===== config.mk =====
export PLATFORM = sky130hd
export DESIGN_NAME = sya_skew
export DESIGN_NICKNAME = d
export VERILOG_FILES = /design/src/common/sya_pkg.sv /design/src/verilog/sya_skew.sv
export VERILOG_INCLUDE_DIRS = /design/src /design/src/common
export SDC_FILE = /design/constraint.sdc
export NUM_CORES = 1
export LEC_CHECK = 0
export BUFFER_PORTS_ARGS = -buffer_cell sky130_fd_sc_hd__buf_2
export CAP_MARGIN = 20
export CELL_PAD_IN_SITES_DETAIL_PLACEMENT = 0
export CELL_PAD_IN_SITES_GLOBAL_PLACEMENT = 2
export CORE_MARGIN = 4
export CORE_UTILIZATION = 36
export CTS_BUF_LIST = sky130_fd_sc_hd__clkbuf_4
export DETAILED_ROUTE_END_ITERATION = 8
export PLACE_DENSITY = 0.82
export SYNTH_ARGS = -nofsm -noshare
export SYNTH_HDL_FRONTEND = slang
export SYNTH_SLANG_ARGS = --single-unit
export TNS_END_PERCENT = 100

===== constraint.sdc =====
create_clock -name clk -period 1.7 [get_ports clk]
set_clock_uncertainty 0.1 [all_clocks]
set_input_delay 0.34 -clock clk [delete_from_list [all_inputs] [get_ports clk]]
set_output_delay 0.34 -clock clk [all_outputs]
set_load 0.03 [all_outputs]

===== src/common/sya_defs.svh =====
`ifndef SYA_DEFS_SVH
`define SYA_DEFS_SVH

// Array geometry and datapath widths
`define SYA_DIM          4
`define SYA_DATA_W       8
`define SYA_ADDR_W       16
`define SYA_CHN_W        8
`define SYA_PSUM_W       24
`define SYA_SHIFT_W      5

// Drain steps after the last beat, twice the dimension minus two
`define SYA_FLUSH_STEPS  6

// Configuration word, fields packed from the top down, low byte reserved
`define SYA_CFG_W        77
`define SYA_CFG_OFM_LSB  61
`define SYA_CFG_ACT_LSB  45
`define SYA_CFG_WGT_LSB  29
`define SYA_CFG_CHN_LSB  21
`define SYA_CFG_SHIFT_LSB 16
`define SYA_CFG_ZP_LSB   8

`endif


===== src/common/sya_pkg.sv =====
`default_nettype none

`include "sya_defs.svh"

package sya_pkg;

    // Operands and accumulators
    typedef logic signed [`SYA_DATA_W-1:0] data_t;
    typedef logic signed [`SYA_PSUM_W-1:0] psum_t;

    // One byte per lane, lane i at bits 8i+7:8i
    typedef logic [`SYA_DIM*`SYA_DATA_W-1:0] vec_t;

    // Entry r*DIM+c is row r, column c
    typedef logic [`SYA_DIM*`SYA_DIM*`SYA_PSUM_W-1:0] psum_grid_t;

    typedef logic [`SYA_ADDR_W-1:0]  glb_addr_t;
    typedef logic [`SYA_CHN_W-1:0]   chn_t;
    typedef logic [`SYA_SHIFT_W-1:0] shift_t;
    typedef logic [`SYA_CFG_W-1:0]   cfg_t;

    typedef enum logic [1:0] {
        ST_IDLE,
        ST_COMP,
        ST_FLUSH,
        ST_WRITE
    } sya_state_t;

endpackage

`default_nettype wire


===== src/verilog/sya_skew.sv =====
`timescale 1ns/1ns
`default_nettype none

`include "sya_defs.svh"

module sya_skew
    import sya_pkg::*;
(
    input  wire        clk,
    input  wire        rst_n,
    input  wire        en,
    input  wire        clear,
    input  wire        feed_zero,
    input  wire vec_t  act_in,
    input  wire vec_t  wgt_in,
    output vec_t       act_west,
    output vec_t       wgt_north
);

    vec_t act_src;
    vec_t wgt_src;

    // Zeros pushed in while the staircase drains
    assign act_src = feed_zero ? '0 : act_in;
    assign wgt_src = feed_zero ? '0 : wgt_in;

    // Lane i carries activation row i and weight column i and delays both by i steps
    for (genvar i = 0; i < `SYA_DIM; i++) begin : g_lane
        if (i == 0) begin : g_direct
            assign act_west[0 +: `SYA_DATA_W]  = act_src[0 +: `SYA_DATA_W];
            assign wgt_north[0 +: `SYA_DATA_W] = wgt_src[0 +: `SYA_DATA_W];
        end else begin : g_delay
            data_t act_pipe [i];
            data_t wgt_pipe [i];

            always_ff @(posedge clk or negedge rst_n) begin
                if (!rst_n) begin
                    for (int k = 0; k < i; k++) begin
                        act_pipe[k] <= '0;
                        wgt_pipe[k] <= '0;
                    end
                end else if (clear) begin
                    for (int k = 0; k < i; k++) begin
                        act_pipe[k] <= '0;
                        wgt_pipe[k] <= '0;
                    end
                end else if (en) begin
                    act_pipe[0] <= act_src[i*`SYA_DATA_W +: `SYA_DATA_W];
                    wgt_pipe[0] <= wgt_src[i*`SYA_DATA_W +: `SYA_DATA_W];
                    for (int k = 1; k < i; k++) begin
                        act_pipe[k] <= act_pipe[k-1];
                        wgt_pipe[k] <= wgt_pipe[k-1];
                    end
                end
            end

            assign act_west[i*`SYA_DATA_W +: `SYA_DATA_W]  = act_pipe[i-1];
            assign wgt_north[i*`SYA_DATA_W +: `SYA_DATA_W] = wgt_pipe[i-1];
        end
    end

endmodule

`default_nettype wire


==> run summary <==
status - finished clean
RSZ-0062 raised after global routing - false
non-filler cells in the finished layout - 638
clk sinks - 96
Clock Root Buffer - clkbuf_4
GPL Wtd Cong - 0.745
initial drt markers - 148
Netlist Area Pre-Place - 4320 µm²
global routing usage on met2 - 21.2%
GRT Resource Usage Total - 14.3%
total gr overflow - 0
Ys Warns - 0
global-route wire length before repair - 16200 µm
post-route ant nets - 0
Slew Limit Fails - 0
CP max-delay cell - dfrtp_1
largest net degree at the start of global routing - 56
chip height - 118 µm
FF-to-FF path depth - 2
synth unique cells - 14
n_diodes - 0
Worst Setup Start Kind - flop
share of post-route cells with drive strength above 1 - 31.5%
Global Route met1 Usage - 18.8%
clk slew on worst S/H paths - 0.14 ns
peak supply drop - 0.367 mV
post-layout util - 47.4%
Crit path largest cell delay - 0.41 ns
EDFF count, synth - 0
P_sw - 1.13 mW
Core Rows - 39
#FFs+latches synth - 96
Cell Int Power - 3.06 mW
Buffers & Inverters on Critical Path - 1
Seq pwr share - 56.6%
Placed Cells incl. Taps - 573
Top FF cell, synth - dfrtp_1
met3 Use GR - 5.48%
Slew @ Worst Pin - 0.630 ns
I/O pins - 133
Arrival @ worst endpoint - 1.08 ns
Final Cycle Share - 89.5%
Setup Total Neg Slack - 0 ns
Clk pwr share - 28.4%
Net Count, Synth - 421
area share of the largest cell type after synthesis - 55.6%
Critical Path RT - 1.26 ns
Final #Nets - 559
largest area contributor in the netlist - dfrtp_1
vias in the first global route - 3236
GR peak layer - met2
max-capacitance violation count - 0
Top Family by Delay on Critical Path - flip-flops
die area - 13800 µm²
H-Tree Depth - 3
total core area - 11600 µm²
Synth-to-Final Area Change - 26.8%
r2r startpoint - g_lane[3].g_delay.wgt_pipe[20]
DRC errors left - 0
kind of end point of the critical path - primary output
Gate Count Post-Synth - 352
syn avg cell area - 12.3 µm²
beginning of the critical path - g_lane[1].g_delay.act_pipe[6]
top cells by area, synth - dfrtp_1 56%, mux2i_1 11%, a31o_1 6.5%, buf_4 6.3%, nor3b_1 5.6%
Post-CTS Setup Repair Bufs - 0
combinational share of power - 15.0%
vias - 3092
most instantiated cells after synthesis - 96 x dfrtp_1, 48 x mux2i_1, 48 x nor2_1
post-synthesis sequential area ratio - 55.6%
switching share of power - 27.0%
static leakage - 2.82 nW
IO Port Bufs - 132
Via density - 4.85
clk buf depth - 2
final setup vio count - 0
fin crit period - 1.52 ns
drt first pass iters - 4
FFs w/ async S/R, synth - 100%
worst skew pair latency - 0.45 ns
initial antenna violation count - 0
cts bufs inserted - 9
CTS resizes - 0
post-detailed-placement half-perimeter wirelength - 6120 µm
Levels on crit path - 1
DR WL/cell - 14.8 µm
CTS tree - built
sequence of cells on the critical path - buf_2
final hold viol count - 0
Worst slew margin - 57.9%
Initial Util - 37.4%
Worst Path Max Fanout - 2
Pwr per Cell Area - 765 nW/µm²
Die W - 118 µm
Setup CP Type - reg2out
Fmax achieved - 657 MHz
routed wire length - 9470 µm
Hold Path Class - in2async
most common cell in the netlist - dfrtp_1
layer usage:
metal  up-vias  wire [µm]
li1       1487          -
met1      1473       4270
met2       118       4250
met3        14        739
met4         0        208
met5         -          0
layout by cell type, fill, tap and decap left out:
cell and count:
buf_2 130, dfrtp_1 96, dlygate4sd3_1 49, mux2i_1 48, nor2_1 48, nor3b_1 32
a31o_1 32, a32o_1 16, nor2b_1 12, clkbuf_4 9, buf_12 7, and2b_1 4
buf_4 3, clkinvlp_4 2, clkinv_2 2, clkinv_1 2, nor2_4 1, nor2_2 1
bufinv_16 1
state kept, by name, summed over array words and instances, names as in the netlist:
| signal | count |
|---|---|
| wgt_north | 16 |
| g_lane.g_delay.act_pipe | 32 |
| g_lane.g_delay.wgt_pipe | 32 |
| act_west | 16 |
timing repair:
item / 4_1_cts / 5_1_grt
hold buffers: 49 / 0
hold endpoints to repair: 144 / 0
endpoints found under the setup margin: 0 / 0
cells by family after synthesis:
family	share of synthesized area (%)
compound gates	10.2
flops	55.6
simple gates	12.6
buf+inv	10.5
mux	11.1
per-stage QoR:
stage	cell area, µm²	hold WS (ns)	worst slack (ns)	total power [mW]
finish	5480	0.104	0.179	4.19
global route	5480	0.0578	0.0819	4.40
CTS	5480	0.0642	0.107	4.27
detailed placement	4860	0.0483	0.238	2.97
global placement	4860	0.0468	0.278	2.96
floorplan	4320	-0.0556	0.278	2.76
final timing paths:
check	endpoint	slack [ns]
max in group asynchronous	g_lane[2].g_delay.act_pipe[8]	0.91
setup / recovery	act_west[14]	0.18
hold / removal	act_west[26]	0.10
hold reg to reg	g_lane[1].g_delay.act_pipe[0]	0.41
min in group clk	g_lane[3].g_delay.wgt_pipe[23]	0.21
setup reg to reg	g_lane[3].g_delay.wgt_pipe[20]	0.78
power groups by stage:
stage                     Combinational (mW)  Sequential, mW  Clock (mW)
after floorplan                        0.319            2.44           0
after global placement                 0.544            2.42           0
after detailed placement               0.551            2.42           0
after CTS                              0.638            2.38        1.26
after global routing                   0.687            2.38        1.33
final                                  0.628            2.37        1.19
layout make-up:
type	count	area, µm²
well taps	143	179
fillers	1089	6090
multi-input cells	194	1460
flip-flops and latches	96	2400
clock buffers	9	67.6
clock inverters	7	62.6
repair buffers	189	1300
(Power assumes the default switching activity.)
