**src/common/sya_defs.svh**
```systemverilog
`ifndef SYA_DEFS_SVH
`define SYA_DEFS_SVH

// Array geometry and datapath widths
`define SYA_DIM          4
`define SYA_DATA_W       8
`define SYA_ADDR_W       16
`define SYA_CHN_W        8
`define SYA_PSUM_W       24
`define SYA_SHIFT_W      5

// Drain steps after the last beat, twice the dimension minus two
`define SYA_FLUSH_STEPS  6

// Configuration word, fields packed from the top down, low byte reserved
`define SYA_CFG_W        77
`define SYA_CFG_OFM_LSB  61
`define SYA_CFG_ACT_LSB  45
`define SYA_CFG_WGT_LSB  29
`define SYA_CFG_CHN_LSB  21
`define SYA_CFG_SHIFT_LSB 16
`define SYA_CFG_ZP_LSB   8

`endif

```
**src/common/sya_pkg.sv**
```systemverilog
`default_nettype none

`include "sya_defs.svh"

package sya_pkg;

    // Operands and accumulators
    typedef logic signed [`SYA_DATA_W-1:0] data_t;
    typedef logic signed [`SYA_PSUM_W-1:0] psum_t;

    // One byte per lane, lane i at bits 8i+7:8i
    typedef logic [`SYA_DIM*`SYA_DATA_W-1:0] vec_t;

    // Entry r*DIM+c is row r, column c
    typedef logic [`SYA_DIM*`SYA_DIM*`SYA_PSUM_W-1:0] psum_grid_t;

    typedef logic [`SYA_ADDR_W-1:0]  glb_addr_t;
    typedef logic [`SYA_CHN_W-1:0]   chn_t;
    typedef logic [`SYA_SHIFT_W-1:0] shift_t;
    typedef logic [`SYA_CFG_W-1:0]   cfg_t;

    typedef enum logic [1:0] {
        ST_IDLE,
        ST_COMP,
        ST_FLUSH,
        ST_WRITE
    } sya_state_t;

endpackage

`default_nettype wire

```
**src/pe_array/sya_pe.sv**
```systemverilog
`timescale 1ns/1ns
`default_nettype none

module sya_pe
    import sya_pkg::*;
(
    input  wire         clk,
    input  wire         rst_n,
    input  wire         en,
    input  wire         clear,
    input  wire data_t  act_in,
    input  wire data_t  wgt_in,
    output data_t       act_out,
    output data_t       wgt_out,
    output psum_t       psum
);

    psum_t product;

    // Signed product, sign extended to the accumulator width
    assign product = act_in * wgt_in;

    always_ff @(posedge clk or negedge rst_n) begin
        if (!rst_n) begin
            act_out <= '0;
            wgt_out <= '0;
            psum    <= '0;
        end else if (clear) begin
            act_out <= '0;
            wgt_out <= '0;
            psum    <= '0;
        end else if (en) begin
            act_out <= act_in;
            wgt_out <= wgt_in;
            psum    <= psum + product;
        end
    end

endmodule

`default_nettype wire

```
**src/pe_array/sya_pe_array.sv**
```systemverilog
`timescale 1ns/1ns
`default_nettype none

`include "sya_defs.svh"

module sya_pe_array
    import sya_pkg::*;
(
    input  wire         clk,
    input  wire         rst_n,
    input  wire         en,
    input  wire         clear,
    input  wire vec_t   act_west,
    input  wire vec_t   wgt_north,
    output psum_grid_t  psums
);

    // Horizontal links per row, vertical links per column, edge included
    data_t act_link [`SYA_DIM][`SYA_DIM+1];
    data_t wgt_link [`SYA_DIM+1][`SYA_DIM];

    for (genvar r = 0; r < `SYA_DIM; r++) begin : g_row
        assign act_link[r][0] = act_west[r*`SYA_DATA_W +: `SYA_DATA_W];
    end

    for (genvar c = 0; c < `SYA_DIM; c++) begin : g_col
        assign wgt_link[0][c] = wgt_north[c*`SYA_DATA_W +: `SYA_DATA_W];
    end

    // ========================================
    // Cell grid
    // ========================================
    for (genvar r = 0; r < `SYA_DIM; r++) begin : g_pe_row
        for (genvar c = 0; c < `SYA_DIM; c++) begin : g_pe_col
            sya_pe u_pe (
                .clk     (clk),
                .rst_n   (rst_n),
                .en      (en),
                .clear   (clear),
                .act_in  (act_link[r][c]),
                .wgt_in  (wgt_link[r][c]),
                .act_out (act_link[r][c+1]),
                .wgt_out (wgt_link[r+1][c]),
                .psum    (psums[(r*`SYA_DIM+c)*`SYA_PSUM_W +: `SYA_PSUM_W])
            );
        end
    end

endmodule

`default_nettype wire

```
**config.mk**
```make
export PLATFORM = sky130hd
export DESIGN_NAME = sya_pe_array
export DESIGN_NICKNAME = d
export VERILOG_FILES = /design/src/common/sya_pkg.sv /design/src/pe_array/sya_pe.sv /design/src/pe_array/sya_pe_array.sv
export VERILOG_INCLUDE_DIRS = /design/src /design/src/common
export SDC_FILE = /design/constraint.sdc
export NUM_CORES = 2
export LEC_CHECK = 0
export ABC_AREA = 0
export BUFFER_PORTS_ARGS = -buffer_cell sky130_fd_sc_hd__buf_2
export CAP_MARGIN = 20
export CELL_PAD_IN_SITES_DETAIL_PLACEMENT = 0
export CELL_PAD_IN_SITES_GLOBAL_PLACEMENT = 1
export CORE_ASPECT_RATIO = 1.5
export CORE_MARGIN = 3
export CORE_UTILIZATION = 47
export CTS_CLUSTER_DIAMETER = 40
export DETAILED_ROUTE_END_ITERATION = 7
export GPL_TIMING_DRIVEN = 0
export PLACE_DENSITY_LB_ADDON = 0.1
export RECOVER_POWER = 50
export SLEW_MARGIN = 5
export SYNTH_ARGS = -nofsm -noshare
export SYNTH_HDL_FRONTEND = slang
export SYNTH_SLANG_ARGS = --single-unit
```
**constraint.sdc**
```tcl
create_clock -name clk -period 13.1 [get_ports clk]
set_input_delay 2.62 -clock clk [delete_from_list [all_inputs] [get_ports clk]]
set_output_delay 2.62 -clock clk [all_outputs]
set_load 0.02 [all_outputs]
```
==> impl_metrics.toml <==
[pwr]
max-vdd-ir-drop_mv = 0.3251
leakage_nw = 47.12
p_per_area_nw_per_um2 = 115.8
total_power_mw = 10.30

[synth]
synthesis.area_um2 = 78840
seq_area_frac_synth_pct = 18.28
synth_edf_count = 0
synth-seq-cells = 576
ys.flop_type = "dfrtp_1"
async_flop_share_pct = 100.0
syn-instance-count = 8763
synth_nets = 10560
ys_types = 88
synth.largest_area_cell = "fa_1"
yosysMostFrequentCell = "inv_1"
synth_area_leaders = "fa_1 (23%), dfrtp_1 (18%), ha_1 (13%)"
synth_common_cells = "inv_1 (1462), fa_1 (896), ha_1 (832)"
synth_warnings = 0
avgSynthCellArea_um2 = 8.996
synth_top_area_share_pct = 22.75

[detailed_routing]
drt_iter0_markers = 2966
wl_per_cell_um = 22.24
ant_nets = 0
drc = 0
vias = 63040
routed_wl_mm = 260.9
dr.pass1.iters = 7
via_per_inst = 5.375

[global_routing]
grt_usage_pct = 30.44
grt_start_max_net_pins = 99
overflow = 0
first_global_vias = 66380
grt_pass1_wl_mm = 398.2
antenna_found_initial = 30

[hold_path]
holdCritPathClass = "register to register"
hold_start = "g_pe_row[2].g_pe_col[3].u_pe.psum[17]"

[sta]
worst_pin_slew_ns = 5.844
fmax_ghz = 0.1047
max-slew-margin-rel_pct = -289.6
drv_slew = 354
finalCritPeriodShare_pct = 72.93
finClkSkew_ns = 0.04597
rsz0062_at_grt = "no"
setup_viol = 0
setup_tns_ns = 0
hold_viol = 0
post-route-min-period_ns = 9.554

[clock_tree]
cts_resized = 0
cts_sinks = 576
hold_buffers = 0
clk_pin_slew_ns = 0.06
cts-htree-levels = 3
clock_latency_ns = 0.78
cts_buffers = 121
clockBufferDepth = 3
cts_tree = "done"
clock-root-buffer = "clkbuf_16"
post_cts_buffers = 0

[cells_and_area]
drive_above_1_share_pct = 6.956
fin_cells = 11730
area_growth_pct = 12.79
final_cell_area_um2 = 88920
utilization_pct = 53.49
final_nets = 11180

[worst_setup_path]
cp_slowest_stage_delay_ns = 0.67
startpoint = "act_west[7]"
reg2reg_from = "g_pe_row[0].g_pe_col[2].u_pe.wgt_out[6]"
end_kind = "register"
crit_type = "primary input to register"
required_ns = 13.78
cp_slowest_cell = "a2111oi_1"
path_max_fanout = 9
start_kind = "primary input"
cp.arrival_ns = 10.23

[die]
die_x_um = 340.4
core_region_area_um2 = 166200
io_pins = 452
design.die.area_um2 = 172800
die_h_um = 507.6
row_count = 183
initial_core_util_pct = 47.43

[place]
placed_cell_area_um2 = 84860
dp_cells = 11480
io_buffers = 446
dp_hpwl_mm = 213.2
place.gp.congestion = 0.9222

[flow_run]
cap_violations = 6

[outcome]
violations = "capacitance limit, slew limit"
status = "complete, but fails checks"
[layer usage]
| metal | vias up | wire (um) | track usage [%] |
|---|---|---|---|
| li1 | 29570 | - | - |
| met5 | - | 65 | 0 |
| met4 | 10 | 15850 | 16.48 |
| met2 | 1433 | 128600 | 53.19 |
| met1 | 31580 | 100800 | 35.13 |
| met3 | 449 | 15490 | 5.784 |
[logic make-up (layout without fill, tap and decap cells)]
| logic type | Yosys count | count (layout) | share of synthesized area, % |
|---|---|---|---|
| adders and majority gates | 1728 | 1728 | 35.96 |
| muxes | 397 | 397 | 5.072 |
| AOI/OAI and AO/OA | 1291 | 1291 | 10.50 |
| buffers and inverters | 1705 | 2430 | 8.120 |
| DFF | 576 | 576 | 18.28 |
| other | 0 | 21 | 0 |
| xor gates and xnor gates | 535 | 535 | 5.944 |
| and+or+nand+nor | 2531 | 2531 | 16.12 |
[cell usage in the layout, fill, tap and decap left out, types with 26 or more instances in the layout]
cell       instances
clkbuf_1         371
xor2_1           148
a21o_1           174
buf_2            272
o21bai_1          55
inv_1           1462
nand2_1          470
clkbuf_16        122
and2_1           703
a21oi_1          423
a31oi_1           50
clkbuf_2          33
ha_1             832
nand4_1           26
a211oi_1          66
nor2b_1          194
o21ai_0          244
nor2_1           714
or3_1             38
o21a_1            57
mux2i_1          377
buf_1             26
and3_1            39
dfrtp_1          576
xnor2_1          385
nand3_1           80
fa_1             896
nand2b_1          76
inv_6             29
nor3_1           121
[cell type report]
class / count / area, um2
Fill cell: 15850 / 77310
Multi-Input combinational cell: 6482 / 58040
Sequential cell: 576 / 14410
Inverter: 1462 / 5488
Clock buffer: 146 / 3283
Timing Repair Buffer: 495 / 2885
Tap cell: 2220 / 2778
Clock inverter: 84 / 1016
Buffer: 243 / 965.9
Antenna cell: 21 / 52.55
[metrics by stage]
| step | hold WS, ns | setup WS, ns |
|---|---|---|
| final | 0.5117 | 3.546 |
| after global routing | 0.5403 | 2.557 |
| after CTS | 0.5175 | 3.577 |
| after detailed placement | 0.5058 | 2.750 |
| after global placement | 0.4938 | -4.183 |
| after floorplan | 0.5697 | 4.452 |
[critical path: cells and delay by family]
family          cells  cell delay, ns
compound gates     12            2.92
simple gates        4            0.69
fa+ha+maj           6            2.71
buf+inv             6            0.79
xor+xnor            2            0.48
[registers in the layout, indices dropped and copies added (netlist names)]
signal / flops
g_pe_row.g_pe_col.u_pe.psum: 384
g_pe_row.g_pe_col.u_pe.act_out: 96
g_pe_row.g_pe_col.u_pe.wgt_out: 96
[path summary, 6_finish.rpt]
kind	slack [ns]	cells after the start	to
worst max-delay path	3.55	30	g_pe_row[0].g_pe_col[0].u_pe.psum[23]
worst min register to register	0.51	2	g_pe_row[2].g_pe_col[3].u_pe.psum[17]
worst max register to register	5.16	25	g_pe_row[1].g_pe_col[2].u_pe.psum[23]
worst min-delay path	0.51	2	g_pe_row[2].g_pe_col[3].u_pe.psum[17]
max in group asynchronous	3.96	2	g_pe_row[0].g_pe_col[1].u_pe.psum[0]
min in group asynchronous	2.52	1	g_pe_row[3].g_pe_col[2].u_pe.psum[10]
[power breakdown]
group	leakage, nW	switching (mW)	internal (mW)
registers	7.86	0.218	1.97
logic	37.2	2.93	1.88
clock network	2.10	1.23	2.07
Power figures use the tool's default switching activity.
