### src/common/sya_defs.svh
`ifndef SYA_DEFS_SVH
`define SYA_DEFS_SVH

// Array geometry and datapath widths
`define SYA_DIM          4
`define SYA_DATA_W       8
`define SYA_ADDR_W       16
`define SYA_CHN_W        8
`define SYA_PSUM_W       24
`define SYA_SHIFT_W      5

// Drain steps after the last beat, twice the dimension minus two
`define SYA_FLUSH_STEPS  6

// Configuration word, fields packed from the top down, low byte reserved
`define SYA_CFG_W        77
`define SYA_CFG_OFM_LSB  61
`define SYA_CFG_ACT_LSB  45
`define SYA_CFG_WGT_LSB  29
`define SYA_CFG_CHN_LSB  21
`define SYA_CFG_SHIFT_LSB 16
`define SYA_CFG_ZP_LSB   8

`endif

### src/common/sya_pkg.sv
`default_nettype none

`include "sya_defs.svh"

package sya_pkg;

    // Operands and accumulators
    typedef logic signed [`SYA_DATA_W-1:0] data_t;
    typedef logic signed [`SYA_PSUM_W-1:0] psum_t;

    // One byte per lane, lane i at bits 8i+7:8i
    typedef logic [`SYA_DIM*`SYA_DATA_W-1:0] vec_t;

    // Entry r*DIM+c is row r, column c
    typedef logic [`SYA_DIM*`SYA_DIM*`SYA_PSUM_W-1:0] psum_grid_t;

    typedef logic [`SYA_ADDR_W-1:0]  glb_addr_t;
    typedef logic [`SYA_CHN_W-1:0]   chn_t;
    typedef logic [`SYA_SHIFT_W-1:0] shift_t;
    typedef logic [`SYA_CFG_W-1:0]   cfg_t;

    typedef enum logic [1:0] {
        ST_IDLE,
        ST_COMP,
        ST_FLUSH,
        ST_WRITE
    } sya_state_t;

endpackage

`default_nettype wire

### src/verilog/sya_counter.sv
`timescale 1ns/1ns
`default_nettype none

module sya_counter #(
    parameter int WIDTH = 8
) (
    input  wire              clk,
    input  wire              rst_n,
    input  wire              clear,
    input  wire              inc,
    input  wire [WIDTH-1:0]  max_count,
    output logic [WIDTH-1:0] count,
    output logic             at_max
);

    // Clear wins over increment
    always_ff @(posedge clk or negedge rst_n) begin
        if (!rst_n) begin
            count <= '0;
        end else if (clear) begin
            count <= '0;
        end else if (inc) begin
            count <= count + 1'b1;
        end
    end

    assign at_max = (count == max_count);

endmodule

`default_nettype wire

### src/verilog/sya_ctrl.sv
`timescale 1ns/1ns
`default_nettype none

`include "sya_defs.svh"

module sya_ctrl
    import sya_pkg::*;
(
    input  wire             clk,
    input  wire             rst_n,
    input  wire             cfg_vld,
    output logic            cfg_rdy,
    input  wire cfg_t       cfg_info,
    output logic            rd_addr_vld,
    input  wire             rd_addr_rdy,
    output glb_addr_t       act_rd_addr,
    output glb_addr_t       wgt_rd_addr,
    input  wire             rd_dat_vld,
    output logic            array_en,
    output logic            feed_zero,
    output logic            array_clear,
    output logic            write_en,
    output shift_t          shift,
    output data_t           zp,
    output glb_addr_t       ofm_base,
    input  wire             rows_done
);

    localparam int FLUSH_W = $clog2(`SYA_FLUSH_STEPS);

    sya_state_t state;
    sya_state_t state_nxt;
    glb_addr_t  act_base;
    glb_addr_t  wgt_base;
    chn_t       chn;
    chn_t       addr_cnt;
    logic       addr_done;
    logic       addr_fire;
    logic       beat_fire;
    logic       beat_at_last;
    logic       last_beat;
    logic       flush_done;

    // ========================================
    // Configuration capture
    // ========================================
    assign cfg_rdy     = (state == ST_IDLE);
    assign array_clear = cfg_vld & cfg_rdy;

    always_ff @(posedge clk) begin
        if (array_clear) begin
            ofm_base <= cfg_info[`SYA_CFG_OFM_LSB +: `SYA_ADDR_W];
            act_base <= cfg_info[`SYA_CFG_ACT_LSB +: `SYA_ADDR_W];
            wgt_base <= cfg_info[`SYA_CFG_WGT_LSB +: `SYA_ADDR_W];
            chn      <= cfg_info[`SYA_CFG_CHN_LSB +: `SYA_CHN_W];
            shift    <= cfg_info[`SYA_CFG_SHIFT_LSB +: `SYA_SHIFT_W];
            zp       <= cfg_info[`SYA_CFG_ZP_LSB +: `SYA_DATA_W];
        end
    end

    // ========================================
    // Read address issue
    // ========================================
    assign rd_addr_vld = (state == ST_COMP) & ~addr_done;
    assign addr_fire   = rd_addr_vld & rd_addr_rdy;
    assign act_rd_addr = act_base + glb_addr_t'(addr_cnt);
    assign wgt_rd_addr = wgt_base + glb_addr_t'(addr_cnt);

    sya_counter #(.WIDTH(`SYA_CHN_W)) u_addr_cnt (
        .clk       (clk),
        .rst_n     (rst_n),
        .clear     (array_clear),
        .inc       (addr_fire),
        .max_count (chn),
        .count     (addr_cnt),
        .at_max    (addr_done)
    );

    // Returning beats, in request order
    assign beat_fire = rd_dat_vld & (state == ST_COMP);
    assign last_beat = beat_fire & beat_at_last;

    sya_counter #(.WIDTH(`SYA_CHN_W)) u_beat_cnt (
        .clk       (clk),
        .rst_n     (rst_n),
        .clear     (array_clear),
        .inc       (beat_fire),
        .max_count (chn_t'(chn - 1'b1)),
        .count     (),
        .at_max    (beat_at_last)
    );

    // Drain steps, restarted by the last beat
    sya_counter #(.WIDTH(FLUSH_W)) u_flush_cnt (
        .clk       (clk),
        .rst_n     (rst_n),
        .clear     (last_beat),
        .inc       (state == ST_FLUSH),
        .max_count (FLUSH_W'(`SYA_FLUSH_STEPS - 1)),
        .count     (),
        .at_max    (flush_done)
    );

    // ========================================
    // FSM
    // ========================================
    always_comb begin
        state_nxt = state;
        case (state)
            ST_IDLE:  if (array_clear) state_nxt = ST_COMP;
            ST_COMP:  if (last_beat) state_nxt = ST_FLUSH;
            ST_FLUSH: if (flush_done) state_nxt = ST_WRITE;
            ST_WRITE: if (rows_done) state_nxt = ST_IDLE;
            default:  state_nxt = ST_IDLE;
        endcase
    end

    always_ff @(posedge clk or negedge rst_n) begin
        if (!rst_n) begin
            state <= ST_IDLE;
        end else begin
            state <= state_nxt;
        end
    end

    // Array steps on each beat, then freely while draining
    assign array_en  = beat_fire | (state == ST_FLUSH);
    assign feed_zero = (state == ST_FLUSH);
    assign write_en  = (state == ST_WRITE);

endmodule

`default_nettype wire

### config.mk
export PLATFORM = sky130hd
export DESIGN_NAME = sya_ctrl
export DESIGN_NICKNAME = d
export VERILOG_FILES = /design/src/common/sya_pkg.sv /design/src/verilog/sya_counter.sv /design/src/verilog/sya_ctrl.sv
export VERILOG_INCLUDE_DIRS = /design/src /design/src/common
export SDC_FILE = /design/constraint.sdc
export NUM_CORES = 1
export LEC_CHECK = 0
export BUFFER_PORTS_ARGS = -buffer_cell sky130_fd_sc_hd__buf_2
export CAP_MARGIN = 20
export CORE_MARGIN = 5
export CORE_UTILIZATION = 45
export CTS_CLUSTER_DIAMETER = 100
export DETAILED_ROUTE_END_ITERATION = 7
export PLACE_DENSITY_LB_ADDON = 0.25
export SYNTH_ARGS = -nofsm -noshare
export SYNTH_HDL_FRONTEND = slang
export SYNTH_SLANG_ARGS = --single-unit
### constraint.sdc
create_clock -name clk -period 7.3 [get_ports clk]
set_input_delay 0.365 -clock clk [delete_from_list [all_inputs] [get_ports clk]]
set_output_delay 0.365 -clock clk [all_outputs]
set_load 0.005 [all_outputs]
==> out/metrics.yaml <==
timing:
  slew_violations: 0
  setup_ws_ns: 3.89
  max_slew_margin: 0.585
  rsz0062_at_grt: "false"
  hold_viol_final: 0
  worst_slew_pin_slew_ns: 0.622
  fin_crit_sh: 0.467
  setup_violations: 0
  fmax_mhz: 293
  holdWs_ns: 0.182
  fin_crit_ns: 3.41
  fin_setup_tns_ns: 0
  finClkSkew_ns: 0.00858
power:
  p_total_mw: 1.56
  p_leak_nw: 2.45
  powerDensity_nw_per_um2: 283
  irDropWorstVdd_uv: 118
synth:
  ys_top_cells_by_area: "edfxtp_1, dfrtp_1, ha_1"
  ys_types: 48
  syn_nets: 471
  ys_seq_elements: 90
  async_flop_share: 0.233
  synthMuxAreaShare: 0.00814
  synth-compound-area-share: 0.0783
  syn_inst: 361
  synth_top_family_by_area: "simple AND/OR/NAND/NOR gates"
  yosys_warnings: 0
  synthAdderAreaFrac: 0.0791
  synth_top_area_cell: "edfxtp_1"
  yosysTopAreaCellShare: 0.465
  synth_edf_count: 69
  synth-simple-area-share: 0.118
  synth-seq-area-share: 0.582
  synth_ff_type: "edfxtp_1"
  netlist_area_um2: 4460
  synth_xor_area_frac: 0.108
  syn_area_per_cell_um2: 12.4
clock_network:
  cts_setup_buffers: 0
  path_clk_slew_ns: 0.10
  cts_buffers: 9
  cts_resized: 0
  root_buffer: "clkbuf_8"
  cts-hold-fix-buffers: 1
  clk_path_buf_depth: 2
  cts_tree: "done"
  cts.htree.levels: 3
  clock_latency_ns: 0.34
  cts.sinks: 90
grt:
  grt_start_max_net_pins: 55
  antenna_found_initial: 0
  busiest_layer: "met2"
  met3_usage: 0.0429
  grt_pass1_wl_mm: 14.9
  use_met1: 0.188
  grt_pass1_vias: 3146
  grt.met2_usage: 0.283
  grtUsageTotal: 0.159
  grt-ovfl-total: 0
routing:
  routed_wl_mm: 9.28
  first_pass_iters: 4
  num_vias: 3159
  route.detailed.drc: 0
  wl_per_cell_um: 14.4
  drt_iter0_drc: 144
  viasPerCell: 4.89
  ant_nets: 0
placement:
  place.detailed.instances: 629
  io_buffers: 141
  place_hpwl_mm: 7.06
  routabilityCongestion: 0.798
  place_ws_ns: 4.30
run_status:
  outcome: "finished, final reports clean"
layout:
  final_cells: 646
  syn2layout_area_growth_pct: 23.9
  num_antenna_cells: 0
  drive_gt1_frac: 0.331
  final_nets: 618
critical_path:
  worstSetupStartpointType: "flop"
  cp.required_ns: 6.93
  worstPathArrival_ns: 3.04
  cp_max_fo: 8
  crit_type: "flop to output pin"
  end_kind: "output pin"
floorplanning:
  die_y_um: 110
  ios: 150
  core_area_um2: 9730
  initial_core_util: 0.458
  dieArea_um2: 12000
  die_width_um: 110
  rows: 36
flow_run:
  maxCapViolations: 0
min_path:
  hp-class: "input pin to flop"
[cell families after synthesis]
| group | Yosys count |
|---|---|
| compound gates | 53 |
| xor+xnor | 55 |
| fa+ha+maj | 27 |
| buf+inv | 29 |
| flops | 90 |
| mux | 3 |
| simple gates | 104 |
[critical path, stage by stage, from the launching register on]
cell      delay (ns)
dfrtp_1         0.53
ha_1            0.24
inv_1           0.06
fa_1            0.41
nor2b_1         0.11
o21ai_0         0.11
a21boi_0        0.36
o221ai_1        0.29
a211oi_1        0.30
xor2_1          0.16
buf_2           0.13
[through the flow]
| stage | area [um^2] | utilization |
|---|---|---|
| floorplan | 4460 | - |
| global placement | 5310 | 0.545 |
| detailed placement | 5310 | 0.545 |
| CTS | 5520 | 0.568 |
| global route | 5520 | 0.568 |
| finish | 5520 | 0.568 |
[cells in the final DEF (no fill, tap or decap), drive strengths merged, types with 3 or more instances in the layout]
cell    synthesis  routed
xor2           33      33
and3            5       5
clkbuf          5       9
nand2b          6       6
xnor2          22      22
edfxtp         69      69
or2             4       4
nor3b           4       4
dfrtp          21      21
buf             2     142
nor4            5       5
nand2          18      18
nor2b           3       3
a21oi          13      13
a211oi          3       3
inv            22      27
ha             25      25
a21boi          3       3
o21a            4       4
nand4          13      13
o21ai          16      16
nor2           39      39
[path summary, 6_finish.rpt]
| check | start | end | slack (ns) | depth (start not counted) |
|---|---|---|---|---|
| max in group asynchronous | rst_n | u_beat_cnt.count[7] | 6.47 | 2 |
| max | u_addr_cnt.count[0] | act_rd_addr[10] | 3.89 | 10 |
| min | cfg_info[54] | act_base[9] | 0.18 | 1 |
| min reg2reg | u_flush_cnt.count[2] | u_flush_cnt.count[2] | 0.55 | 2 |
| min in group asynchronous | rst_n | state[1] | 0.50 | 2 |
| max reg2reg | state[1] | state[1] | 5.09 | 8 |
[sequential cells by signal, indices dropped and copies added, names as in the netlist]
name / flops
act_base: 16
u_beat_cnt.count: 8
state: 2
wgt_base: 16
ofm_base: 16
chn: 8
u_addr_cnt.count: 8
u_flush_cnt.count: 3
zp: 8
shift: 5
[synth_stat cells (2+ instances only)]
library cell	count
edfxtp_1	69
and3_1	5
inv_1	22
nor2_1	39
nand2_1	18
o21a_1	4
nor4_1	5
ha_1	25
a31oi_1	2
nand4_1	13
nand3_1	2
or2_2	3
a21boi_0	3
nor3b_1	4
a21oi_1	12
a21o_1	2
clkbuf_1	5
o21ai_0	15
and2_1	2
a211oi_1	2
xnor2_1	22
xor2_1	33
nor2b_1	3
nand2b_1	5
dfrtp_1	21
o211a_1	2
fa_1	2
[cell type report]
type | instances | area, um^2
inverter | 22 | 82.6
multi-input combinational | 242 | 1750
clock inverter | 7 | 83.8
sequential | 90 | 2600
fill | 864 | 4210
clock buffer | 9 | 124
timing repair buffer | 143 | 723
tap | 133 | 166
[layer usage]
metal | up-vias | wire (um)
li1 | 1580 | -
met1 | 1486 | 3890
met2 | 91 | 4700
met3 | 2 | 640
met4 | 0 | 44
met5 | - | 0
[power breakdown]
| group | internal (mW) | switching [mW] | total [mW] |
|---|---|---|---|
| Combinational | 0.223 | 0.250 | 0.472 |
| Clock | 0.166 | 0.188 | 0.353 |
| Sequential | 0.668 | 0.0712 | 0.739 |
No activity file was read; power rests on OpenSTA's default activity.
