## config.mk

```make
export PLATFORM = sky130hd
export DESIGN_NAME = sya_ofm_out
export DESIGN_NICKNAME = d
export VERILOG_FILES = /design/src/common/sya_pkg.sv /design/src/verilog/sya_counter.sv /design/src/verilog/sya_ofm_out.sv
export VERILOG_INCLUDE_DIRS = /design/src /design/src/common
export SDC_FILE = /design/constraint.sdc
export NUM_CORES = 1
export LEC_CHECK = 0
export BUFFER_PORTS_ARGS = -buffer_cell sky130_fd_sc_hd__buf_2
export CAP_MARGIN = 30
export CORE_AREA = 2 2 180 182
export DETAILED_ROUTE_END_ITERATION = 10
export DIE_AREA = 0 0 182 184
export MAX_ROUTING_LAYER = met4
export SYNTH_ARGS = -nofsm -noshare
export SYNTH_HDL_FRONTEND = slang
export SYNTH_SLANG_ARGS = --single-unit
export TNS_END_PERCENT = 20
```

## constraint.sdc

```tcl
create_clock -name clk -period 5.2 [get_ports clk]
set_input_delay 0.78 -clock clk [delete_from_list [all_inputs] [get_ports clk]]
set_output_delay 0.78 -clock clk [all_outputs]
set_load 0.03 [all_outputs]
```

## src/common/sya_defs.svh

```systemverilog
`ifndef SYA_DEFS_SVH
`define SYA_DEFS_SVH

// Array geometry and datapath widths
`define SYA_DIM          4
`define SYA_DATA_W       8
`define SYA_ADDR_W       16
`define SYA_CHN_W        8
`define SYA_PSUM_W       24
`define SYA_SHIFT_W      5

// Drain steps after the last beat, twice the dimension minus two
`define SYA_FLUSH_STEPS  6

// Configuration word, fields packed from the top down, low byte reserved
`define SYA_CFG_W        77
`define SYA_CFG_OFM_LSB  61
`define SYA_CFG_ACT_LSB  45
`define SYA_CFG_WGT_LSB  29
`define SYA_CFG_CHN_LSB  21
`define SYA_CFG_SHIFT_LSB 16
`define SYA_CFG_ZP_LSB   8

`endif

```

## src/common/sya_pkg.sv

```systemverilog
`default_nettype none

`include "sya_defs.svh"

package sya_pkg;

    // Operands and accumulators
    typedef logic signed [`SYA_DATA_W-1:0] data_t;
    typedef logic signed [`SYA_PSUM_W-1:0] psum_t;

    // One byte per lane, lane i at bits 8i+7:8i
    typedef logic [`SYA_DIM*`SYA_DATA_W-1:0] vec_t;

    // Entry r*DIM+c is row r, column c
    typedef logic [`SYA_DIM*`SYA_DIM*`SYA_PSUM_W-1:0] psum_grid_t;

    typedef logic [`SYA_ADDR_W-1:0]  glb_addr_t;
    typedef logic [`SYA_CHN_W-1:0]   chn_t;
    typedef logic [`SYA_SHIFT_W-1:0] shift_t;
    typedef logic [`SYA_CFG_W-1:0]   cfg_t;

    typedef enum logic [1:0] {
        ST_IDLE,
        ST_COMP,
        ST_FLUSH,
        ST_WRITE
    } sya_state_t;

endpackage

`default_nettype wire

```

## src/verilog/sya_counter.sv

```systemverilog
`timescale 1ns/1ns
`default_nettype none

module sya_counter #(
    parameter int WIDTH = 8
) (
    input  wire              clk,
    input  wire              rst_n,
    input  wire              clear,
    input  wire              inc,
    input  wire [WIDTH-1:0]  max_count,
    output logic [WIDTH-1:0] count,
    output logic             at_max
);

    // Clear wins over increment
    always_ff @(posedge clk or negedge rst_n) begin
        if (!rst_n) begin
            count <= '0;
        end else if (clear) begin
            count <= '0;
        end else if (inc) begin
            count <= count + 1'b1;
        end
    end

    assign at_max = (count == max_count);

endmodule

`default_nettype wire

```

## src/verilog/sya_ofm_out.sv

```systemverilog
`timescale 1ns/1ns
`default_nettype none

`include "sya_defs.svh"

module sya_ofm_out
    import sya_pkg::*;
(
    input  wire              clk,
    input  wire              rst_n,
    input  wire              write_en,
    input  wire psum_grid_t  psums,
    input  wire shift_t      shift,
    input  wire data_t       zp,
    input  wire glb_addr_t   ofm_base,
    output logic             ofm_wr_vld,
    input  wire              ofm_wr_rdy,
    output glb_addr_t        ofm_wr_addr,
    output vec_t             ofm_wr_dat,
    output logic             rows_done
);

    localparam int ROW_W = $clog2(`SYA_DIM);

    logic [ROW_W-1:0] row_idx;
    logic             last_row;
    logic             row_fire;

    // Negative sums give zero, others are scaled down and offset by zp
    function automatic logic [`SYA_DATA_W-1:0] requant(psum_t value, shift_t amount,
                                                      data_t offset);
        psum_t scaled;
        if (value[`SYA_PSUM_W-1]) begin
            return '0;
        end
        scaled = value >> amount;
        return scaled[`SYA_DATA_W-1:0] + offset;
    endfunction

    // ========================================
    // Row select and requantize
    // ========================================
    always_comb begin
        for (int c = 0; c < `SYA_DIM; c++) begin
            ofm_wr_dat[c*`SYA_DATA_W +: `SYA_DATA_W] =
                requant(psums[(int'(row_idx)*`SYA_DIM + c)*`SYA_PSUM_W +: `SYA_PSUM_W],
                        shift, zp);
        end
    end

    // Write beats, one row each
    assign ofm_wr_vld  = write_en;
    assign ofm_wr_addr = ofm_base + glb_addr_t'(row_idx);
    assign row_fire    = ofm_wr_vld & ofm_wr_rdy;
    assign rows_done   = row_fire & last_row;

    // Held at row 0 outside the write phase
    sya_counter #(.WIDTH(ROW_W)) u_row_cnt (
        .clk       (clk),
        .rst_n     (rst_n),
        .clear     (~write_en),
        .inc       (row_fire),
        .max_count (ROW_W'(`SYA_DIM - 1)),
        .count     (row_idx),
        .at_max    (last_row)
    );

endmodule

`default_nettype wire

```

==> results of run 1 <==
-- layout make-up --
type | count | area (um^2)
fill | 3184 | 18600
multi-input combinational | 773 | 8520
timing repair buffer | 587 | 3620
tap | 402 | 503
clock buffer | 3 | 75.1
sequential | 2 | 57.6
antenna | 13 | 32.5
inverter | 8 | 31.3
-- layer usage --
metal / vias up / track usage [%] / share of wire (%)
met4: 0 / 4.74 / 1.9
met3: 61 / 3.61 / 8.4
met1: 5233 / 35.8 / 42
met5: - / - / 0
met2: 612 / 42.7 / 48
li1: 4609 / - / -
-- Yosys cell counts (all sizes together), types with 2 or more instances --
library cell | count | share of area [%]
mux4 | 189 | 48
mux2i | 78 | 8.8
nor2 | 78 | 3.3
nand2 | 73 | 3.1
buf | 49 | 3.2
clkbuf | 38 | 1.6
a21oi | 37 | 2.1
o21ai | 37 | 2.1
ha | 31 | 4.4
nor2b | 25 | 1.8
xnor2 | 21 | 2.1
o22ai | 19 | 1.3
a21o | 17 | 1.4
a22oi | 17 | 1.4
mux2 | 15 | 1.9
and2 | 14 | 0.99
xor2 | 14 | 1.4
a31oi | 10 | 0.71
nor3 | 10 | 0.56
nand3 | 8 | 0.45
a221oi | 7 | 0.69
inv | 7 | 0.30
nand3b | 7 | 0.59
o221ai | 7 | 0.69
a211oi | 6 | 0.51
fa | 5 | 1.1
o21a | 5 | 0.42
a22o | 4 | 0.39
nand2b | 4 | 0.28
o41ai | 4 | 0.39
a222oi | 3 | 0.34
a32oi | 3 | 0.30
and3 | 3 | 0.21
o211ai | 3 | 0.25
o22a | 3 | 0.30
a211o | 2 | 0.20
dfrtp | 2 | 0.56
nand4 | 2 | 0.14
xnor3 | 2 | 0.51
-- report_power, final --
group | internal, mW | switching, mW | leakage (nW)
clock network | 0.0977 | 0.0164 | 0.0371
registers | 0.0182 | 0.00467 | 0.0232
logic | 0.968 | 1.05 | 5.62
-- kinds of logic after synthesis --
family	Yosys count
DFF	2
and+or+nand+nor	228
xor gates and xnor gates	37
AOI/OAI and AO/OA	190
muxes	282
adders and majority gates	36
buffers and inverters	95
-- cells in the final DEF, fill, tap and decap left out, types with 5 or more instances in the layout --
| cell type | count |
|---|---|
| nand3_1 | 8 |
| diode_2 | 13 |
| nand2_1 | 73 |
| mux2_2 | 15 |
| ha_1 | 29 |
| buf_2 | 462 |
| a22oi_1 | 16 |
| inv_1 | 5 |
| o221ai_1 | 5 |
| xor2_1 | 14 |
| nor2b_1 | 25 |
| a21oi_1 | 34 |
| a21o_1 | 17 |
| nor3_1 | 10 |
| buf_4 | 96 |
| clkbuf_16 | 9 |
| a31oi_1 | 10 |
| mux2i_1 | 72 |
| a211oi_1 | 5 |
| o21ai_0 | 29 |
| mux4_1 | 6 |
| xnor2_1 | 21 |
| a221oi_1 | 7 |
| and2_1 | 14 |
| o21ai_1 | 7 |
| nand3b_1 | 7 |
| buf_12 | 14 |
| o22ai_1 | 19 |
| nor2_1 | 76 |
| o21a_1 | 5 |
| mux4_2 | 183 |
-- critical path: cells and delay by family (launching register included) --
| kind | cells | cell delay [ns] |
|---|---|---|
| buffers and inverters | 4 | 0.63 |
| AO/OA/AOI/OAI | 6 | 1.11 |
| multiplexers | 2 | 1.10 |
| AND/OR/NAND/NOR | 1 | 0.05 |
| XOR/XNOR | 1 | 0.16 |
| adder cells (fa/ha/maj) | 2 | 0.62 |
| flip-flops | 1 | 0.42 |
-- final timing paths --
check,endpoint,cells after the start
min,u_row_cnt.count[0],1
max,ofm_wr_dat[6],16
min reg2reg,u_row_cnt.count[1],3
max in group asynchronous,u_row_cnt.count[1],1
min in group clk,u_row_cnt.count[1],2
max reg2reg,u_row_cnt.count[1],5
-- timing repair --
action                                  in CTS  in global routing
endpoints found under the setup margin       6                 10
setup buffers                                0                 13
gates cloned                                 0                  6
pin swaps                                    1                  9
resized for setup                            9                 45
-- per-stage QoR --
step           setup slack (ns)  power, mW  instances  utilization, %
3_3_place_gp            -0.0902       1.91       1753            39.0
2_1_floorplan            0.0242       1.23        870               -
5_1_grt                 -0.0535       2.29       1788            40.9
3_5_place_dp            -0.0652       1.92       1753            39.0
6_report                  0.102       2.16       1788            40.9
4_1_cts                 -0.0134       2.05       1756            39.3
==> impl_metrics.toml, run 1 <==
[drt]
drc_errors = 0
via_per_inst = 5.88
ant_nets = 0
firstDrtPassIters = 6
via_count = 10500
wl_per_cell_um = 25.8
first_iter_violations = 987
wirelength_um = 46200

[worst_setup_path]
r2r_slack_ns = 3.79
critPathMaxStageDelay_ns = 0.55
path_cells = "buf_12 -> buf_12 -> mux4_2 -> mux4_2 -> a22oi_2 -> o221ai_2 -> ha_1 -> buf_4 -> fa_1 -> a21o_1 -> a21o_1 -> a21o_1 -> a21oi_1 -> xor2_1 -> nor2_1 -> buf_2"
cp_max_fo = 12
crit_start = "u_row_cnt.count[0]"
cp-end-kind = "output port"
worstSetupPathType = "register to output port"
crit_top_cell = "a21o_1"
reg2reg_from = "u_row_cnt.count[0]"
worst_ep_arrival_time_ns = 4.32
cp_data_required_time_ns = 4.42
cp_slowest_cell = "mux4_2"
cp-start-kind = "register"

[sta]
rsz0062_at_grt = "yes"
fin_skew_ns = 0.000297
period_minus_slack_ns = 5.10
hold_slack_ns = 0.342
hold_viol = 0
relSlewSlack_pct = 52.3
fin_setup_tns_ns = 0
fin_crit_sh_pct = 98.0
final-setup-viol-count = 0
fmax_mhz = 196
worstMarginPinSlew_ns = 0.715
slew_viol_final = 0

[final_layout]
regMostFlops = "u_row_cnt.count"
top_regs = "u_row_cnt.count x2"
design_area_um2 = 12800
drive_gt1_share_pct = 59.9
nNetsFinal = 1828
area_delta_synth_final_pct = 44.7
largest_register_ffs = 2

[synth]
synth-edff-count = 0
ys_ff_latch = 2
synth-simple-area-share_pct = 11.7
syn_inst = 870
synth_adder_area_share_pct = 5.50
ys.flop_type = "dfrtp_1"
ys_warn_count = 0
synthMuxAreaShare_pct = 58.9
synth.distinct_cells = 57
syn_area_per_cell_um2 = 10.2
yosysSeqAreaShare_pct = 0.564
synth_compound_area_share_pct = 14.2
synth_xor_area_share_pct = 3.96
syn-cell-area_um2 = 8870
synth_top_family_by_area = "multiplexers"
synth_nets = 1323
async_flop_share_pct = 100

[clock_tree]
cts.htree.levels = 1
clkLatencyLatePin_ns = 0.22
cts_root_buffer = "clkbuf_16"
cts_tree = "done"
cts_made_buffers = 3
clock-sinks = 2
cts.clk_slew.worst_paths_ns = 0.03
ctsHoldBuffers = 0
clk_path_buf_depth = 2

[run_status]
outcome = "completed"

[floorplanning]
initial_core_util_pct = 28.3
pin_count = 467
fp.dieW_um = 182
die-area_um2 = 33500
placementRows = 65
coreArea_um2 = 31400
fp.dieH_um = 184

[place]
io_buffer_count = 466
place_hpwl_um = 39800
place_area_um2 = 12200
gp_congestion = 0.982

[run]
cap_viol_max_count = 0

[global_route]
grt_pass1_vias = 10400
grt_pass1_wl_um = 65400
antenna_found_initial = 13
groute.usage.overall_pct = 26.4
grt_max_degree = 38
overflow = 0

[worst_hold_path]
hold_path_class = "input pin to async pin"

[pwr]
ir_worst_vdd_v = 0.000107
powerDensity_nw_per_um2 = 168
leakage_nw = 5.68
Power figures use the tool's default switching activity.
==> run 2: changes to the inputs <==
CTS_BUF_LIST = sky130_fd_sc_hd__clkbuf_16   (was unset)
TNS_END_PERCENT = unset   (was 20)
==> impl_metrics.toml, run 2 (synthesis results as in run 1) <==
[run_status]
outcome = "completed"

[drt]
ant_nets = 0
wl_per_cell_um = 25.6
drc_errors = 0
first_iter_violations = 1018
wirelength_um = 45900
via_per_inst = 5.91
firstDrtPassIters = 6
via_count = 10600

[pwr]
powerDensity_nw_per_um2 = 168
total_power_mw = 2.15
p_int_mw = 1.08
leakage_nw = 5.68
p_switching_mw = 1.07
pwr-share-comb_pct = 93.5
switching_share_pct = 49.7
ir_worst_vdd_v = 0.000103
p_clk_share_pct = 5.3
p_seq_share_pct = 1.1

[clock_tree]
clkLatencyLatePin_ns = 0.22
clock-sinks = 2
cts.clk_slew.worst_paths_ns = 0.03
clk_path_buf_depth = 2
cts_made_buffers = 3
cts_root_buffer = "clkbuf_16"
cts_tree = "done"
ctsHoldBuffers = 0
cts.htree.levels = 1

[final_layout]
regMostFlops = "u_row_cnt.count"
area_delta_synth_final_pct = 44.4
nNetsFinal = 1831
fin_util_pct = 40.8
fillCellCount = 3198
finalNonFillerCells = 1792
drive_gt1_share_pct = 60.1
largest_register_ffs = 2
top_regs = "u_row_cnt.count x2"
final_common_cell = "buf_2"
layout_common_cells = "buf_2 (461), mux4_2 (183), buf_4 (101)"

[worst_setup_path]
worst_ep_arrival_time_ns = 4.35
cp_max_fo = 14
cp-end-kind = "output port"
cp_data_required_time_ns = 4.42
worstSetupPathType = "register to output port"
cp-start-kind = "register"

[worst_hold_path]
hold_path_class = "input pin to async pin"

[floorplanning]
fp.dieW_um = 182
fp.dieH_um = 184
placementRows = 65
initial_core_util_pct = 28.3
die-area_um2 = 33500
pin_count = 467
coreArea_um2 = 31400

[sta]
slew_viol_final = 0
worstMarginPinSlew_ns = 0.686
period_minus_slack_ns = 5.13
final-setup-viol-count = 0
relSlewSlack_pct = 54.3
fmax_mhz = 195
rsz0062_at_grt = "yes"
fin_skew_ns = 0.000230
fin_crit_sh_pct = 98.6
hold_viol = 0

[global_route]
grt_max_degree = 38
grt_pass1_wl_um = 65500
grt_pass1_vias = 10400
antenna_found_initial = 13
overflow = 0
groute.usage.overall_pct = 26.4

[place]
gp_congestion = 0.982
place_hpwl_um = 39800
io_buffer_count = 466
dp.cells = 1753

[run]
cap_viol_max_count = 0
run 2: power groups by stage:
| stage | Sequential (mW) | Combinational, mW | Clock (mW) |
|---|---|---|---|
| 6_report | 0.0246 | 2.01 | 0.114 |
| 5_1_grt | 0.0253 | 2.14 | 0.117 |
| 4_1_cts | 0.0243 | 1.91 | 0.116 |
| 3_5_place_dp | 0.0259 | 1.89 | 0 |
| 3_3_place_gp | 0.0260 | 1.88 | 0 |
| 2_1_floorplan | 0.0186 | 1.21 | 0 |
run 2: area by class of cell:
cell class	instances	area (um^2)	area share, %
Antenna cell	14	35.0	0.273
Clock buffer	3	75.1	0.586
Inverter	8	31.3	0.244
Multi-Input combinational cell	773	8510	66.4
Sequential cell	2	57.6	0.449
Tap cell	402	503	3.93
Timing Repair Buffer	590	3600	28.1
run 2: critical path, cell delays in order, from the launching register on:
cell	delay (ns)
dfrtp_4	0.48
buf_12	0.17
buf_16	0.17
mux4_2	0.55
mux4_2	0.52
mux2i_1	0.23
o221ai_2	0.17
ha_2	0.21
buf_4	0.13
fa_1	0.39
a21o_1	0.18
a21o_1	0.20
a21o_1	0.18
a21oi_1	0.16
xor2_1	0.16
nor2_1	0.05
buf_2	0.18
run 2: stage by stage:
stage | setup WS, ns | instance area (um^2) | hold slack (ns) | TNS (ns)
after detailed placement | -0.0652 | 12200 | 0.567 | -0.143
final | 0.0743 | 12800 | 0.342 | 0
after CTS | 0.000564 | 12400 | 0.340 | 0
after global placement | -0.0902 | 12200 | 0.566 | -0.167
after floorplan | 0.0242 | 8880 | 0.484 | 0
after global routing | -0.0554 | 12800 | 0.344 | -0.161
run 2: timing repair:
item / 4_1_cts / 5_1_grt
hold endpoints to repair: 0 / 0
setup endpoints to repair: 6 / 8
pin swaps: 0 / 7
cloned: 0 / 3
buffers inserted: 3 / 16
resized for setup: 7 / 44
run 2: routing by layer:
layer / global-route usage (%) / part of all wire, % / vias to the layer above
met1: 35.9 / 42 / 5269
met4: 4.74 / 1.9 / 0
met3: 3.61 / 8.4 / 59
met5: - / 0 / -
li1: - / - / 4616
met2: 42.7 / 48 / 655
run 2: path summary, 6_finish.rpt:
path | from | endpoint | slack, ns | cells after the start
worst min register to register | u_row_cnt.count[1] | u_row_cnt.count[1] | 0.94 | 3
worst max-delay path | u_row_cnt.count[0] | ofm_wr_dat[6] | 0.07 | 16
min in group clk | write_en | u_row_cnt.count[1] | 0.88 | 2
worst min-delay path | rst_n | u_row_cnt.count[0] | 0.34 | 1
worst max register to register | u_row_cnt.count[0] | u_row_cnt.count[1] | 3.83 | 4
max in group asynchronous | rst_n | u_row_cnt.count[1] | 4.75 | 1
==> run 3: changes to the inputs <==
ABC_AREA = 1   (was unset)
CORE_AREA = 2 2 181 183   (was 2 2 180 182)
DIE_AREA = 0 0 183 185   (was 0 0 182 184)
REMOVE_ABC_BUFFERS = 1   (was unset)
==> impl_metrics.toml, run 3 <==
[worst_hold_path]
hold_path_class = "input pin to async pin"

[floorplanning]
fp.dieH_um = 185
placementRows = 66
fp.dieW_um = 183
die-area_um2 = 33900
coreArea_um2 = 32000
pin_count = 467
initial_core_util_pct = 25.8

[drt]
wl_per_cell_um = 15.1
first_iter_violations = 657
via_count = 12700
firstDrtPassIters = 6
ant_nets = 0
wirelength_um = 38400
via_per_inst = 5.02
drc_errors = 0

[global_route]
overflow = 0
groute.usage.overall_pct = 21.8
grt_pass1_wl_um = 58000
grt_pass1_vias = 11400
antenna_found_initial = 1
grt_max_degree = 100

[synth]
synth-edff-count = 0
synth_adder_area_share_pct = 5.91
yosys.area.top_type_share_pct = 37.3
ys_ff_latch = 2
yosysSeqAreaShare_pct = 0.607
async_flop_share_pct = 100
synthMuxAreaShare_pct = 0.364
ys_warn_count = 0
yosysTopAreaCell = "nand2_1"
synth-simple-area-share_pct = 65.8
synth.distinct_cells = 41
synth_compound_area_share_pct = 13.5
ys.flop_type = "dfrtp_1"
synth_common_cells = "nand2_1 (819), nand3_1 (398), o21ai_0 (77)"
synth.area.top_cells = "nand2_1 (37%), nand3_1 (24%), ha_1 (4.7%)"
synth.most_common_cell = "nand2_1"
synth_top_family_by_area = "simple AND/OR/NAND/NOR gates"
syn-cell-area_um2 = 8250
synth_xor_area_share_pct = 1.91
syn_area_per_cell_um2 = 4.72
syn_inst = 1749

[worst_setup_path]
reg2regPathDepth = 4
worstSetupPathType = "register to output port"
cp-start-kind = "register"
r2r_slack_ns = 3.73
worst_ep_arrival_time_ns = 3.90
reg2reg_from = "u_row_cnt.count[1]"
r2r-end = "u_row_cnt.count[1]"
cp-end-kind = "output port"
cp_max_fo = 92
cp_data_required_time_ns = 4.42

[clock_tree]
cts.clk_slew.worst_paths_ns = 0.03
ctsHoldBuffers = 0
cts.htree.levels = 1
clock-sinks = 2
cts_root_buffer = "clkbuf_16"
clk_path_buf_depth = 2
cts_made_buffers = 3
cts_setup_buffers = 0
clkLatencyLatePin_ns = 0.22
cts_tree = "done"

[place]
dp_slack_ns = 0.582
place_hpwl_um = 30900
io_buffer_count = 466
gp_congestion = 0.900

[final_layout]
regMostFlops = "u_row_cnt.count"
area_delta_synth_final_pct = 31.4
largest_register_ffs = 2
drive_gt1_share_pct = 24.5
fin_util_pct = 33.8
layout_common_cells = "nand2_1 (819), buf_2 (464), nand3_1 (398)"
top_regs = "u_row_cnt.count x2"
final_common_cell = "nand2_1"
nNetsFinal = 2581

[sta]
fin_skew_ns = 0.00106
rsz0062_at_grt = "no"
relSlewSlack_pct = 60.3
worstMarginPinSlew_ns = 0.596
slew_viol_final = 0
hold_viol = 0
period_minus_slack_ns = 4.68
layout_setup_ws_ns = 0.519
final-setup-viol-count = 0
fin_crit_sh_pct = 90.0
fmax_mhz = 214

[run]
cap_viol_max_count = 0

[pwr]
total_power_mw = 1.62
leakage_nw = 6.14
powerDensity_nw_per_um2 = 149
ir_worst_vdd_v = 0.0000855

[run_status]
outcome = "completed"
## run 3: cell count changes in the layout (fill, tap and decap cells not counted), moves of 15 or more
cell	delta
mux2_2	-15
o21ai_0	+47
nor2_1	-25
nand2_1	+746
inv_1	+54
mux2i_1	-72
nand3_1	+390
o211ai_1	+22
a21o_1	-15
buf_4	-73
mux4_2	-183
o21ai_1	+25
nor2b_1	-25
## run 3: area by class of cell
cell class	instances	area [um^2]
clock buffer	3	75.1
sequential	2	57.6
antenna	1	2.50
inverter	66	259
tap	408	510
fill	3735	21200
multi-input combinational	1554	7230
timing repair buffer	501	2710
## run 3: stage by stage
step           TNS [ns]  hold slack, ns  cells  instance area, um^2
3_3_place_gp          0           0.565   2531                10800
4_1_cts               0           0.341   2534                10800
3_5_place_dp          0           0.572   2531                10800
2_1_floorplan    -92.98           0.484   1622                 7520
6_report              0           0.342   2535                10800
5_1_grt               0           0.342   2535                10800
## run 3: kinds of logic (layout without fill, tap and decap cells)
kind of cell             count (synthesis)  in the layout
AO/OA/AOI/OAI                          201            201
XOR/XNOR                                18             18
adder cells (fa/ha/maj)                 36             36
buffers and inverters                  193            570
flip-flops                               2              2
multiplexers                             3              3
other                                    0              1
AND/OR/NAND/NOR                       1296           1296
## run 3: what timing repair did
action                                  4_1_cts  5_1_grt
resized for setup                             0        1
endpoints found under the hold margin         0        0
endpoints found under the setup margin        0        1
## run 3: routing by layer
metal	routed length [um]	up-vias	global-route usage (%)	part of all wire, %
li1	-	6525	-	-
met1	16700	5692	26.6	43
met2	19000	468	39.5	49
met3	1860	38	1.04	4.8
met4	843	0	5.15	2.2
met5	0	-	-	0
## run 3: worst max-delay path: stages (launching register included)
cell,delay [ns]
dfrtp_4,0.52
inv_8,0.39
buf_12,0.30
nand2_1,0.08
nand3_1,0.10
nand3_1,0.11
nand3_1,0.09
nand2_1,0.07
o21ai_0,0.16
nand2_1,0.07
nand3_1,0.09
nand2_1,0.07
o211ai_1,0.12
ha_1,0.32
a21oi_1,0.15
inv_1,0.05
a31oi_1,0.23
nor2_1,0.07
o21ai_0,0.16
nand2_1,0.08
o21ai_0,0.16
a21oi_1,0.06
buf_2,0.19
## run 3: report_power, final
group	switching (mW)	total [mW]	internal, mW
sequential	0.00247	0.0202	0.0177
combinational	0.966	1.49	0.519
clock	0.0172	0.115	0.0978
## run 3: how the worst max path moves through the flow
stage / end / start / cells past startpoint
floorplan: ofm_wr_dat[30] / u_row_cnt.count[0] / 20
global placement: ofm_wr_dat[30] / shift[0] / 19
detailed placement: ofm_wr_dat[30] / shift[0] / 19
CTS: ofm_wr_dat[22] / u_row_cnt.count[0] / 22
global route: ofm_wr_dat[22] / u_row_cnt.count[0] / 22
finish: ofm_wr_dat[22] / u_row_cnt.count[0] / 22
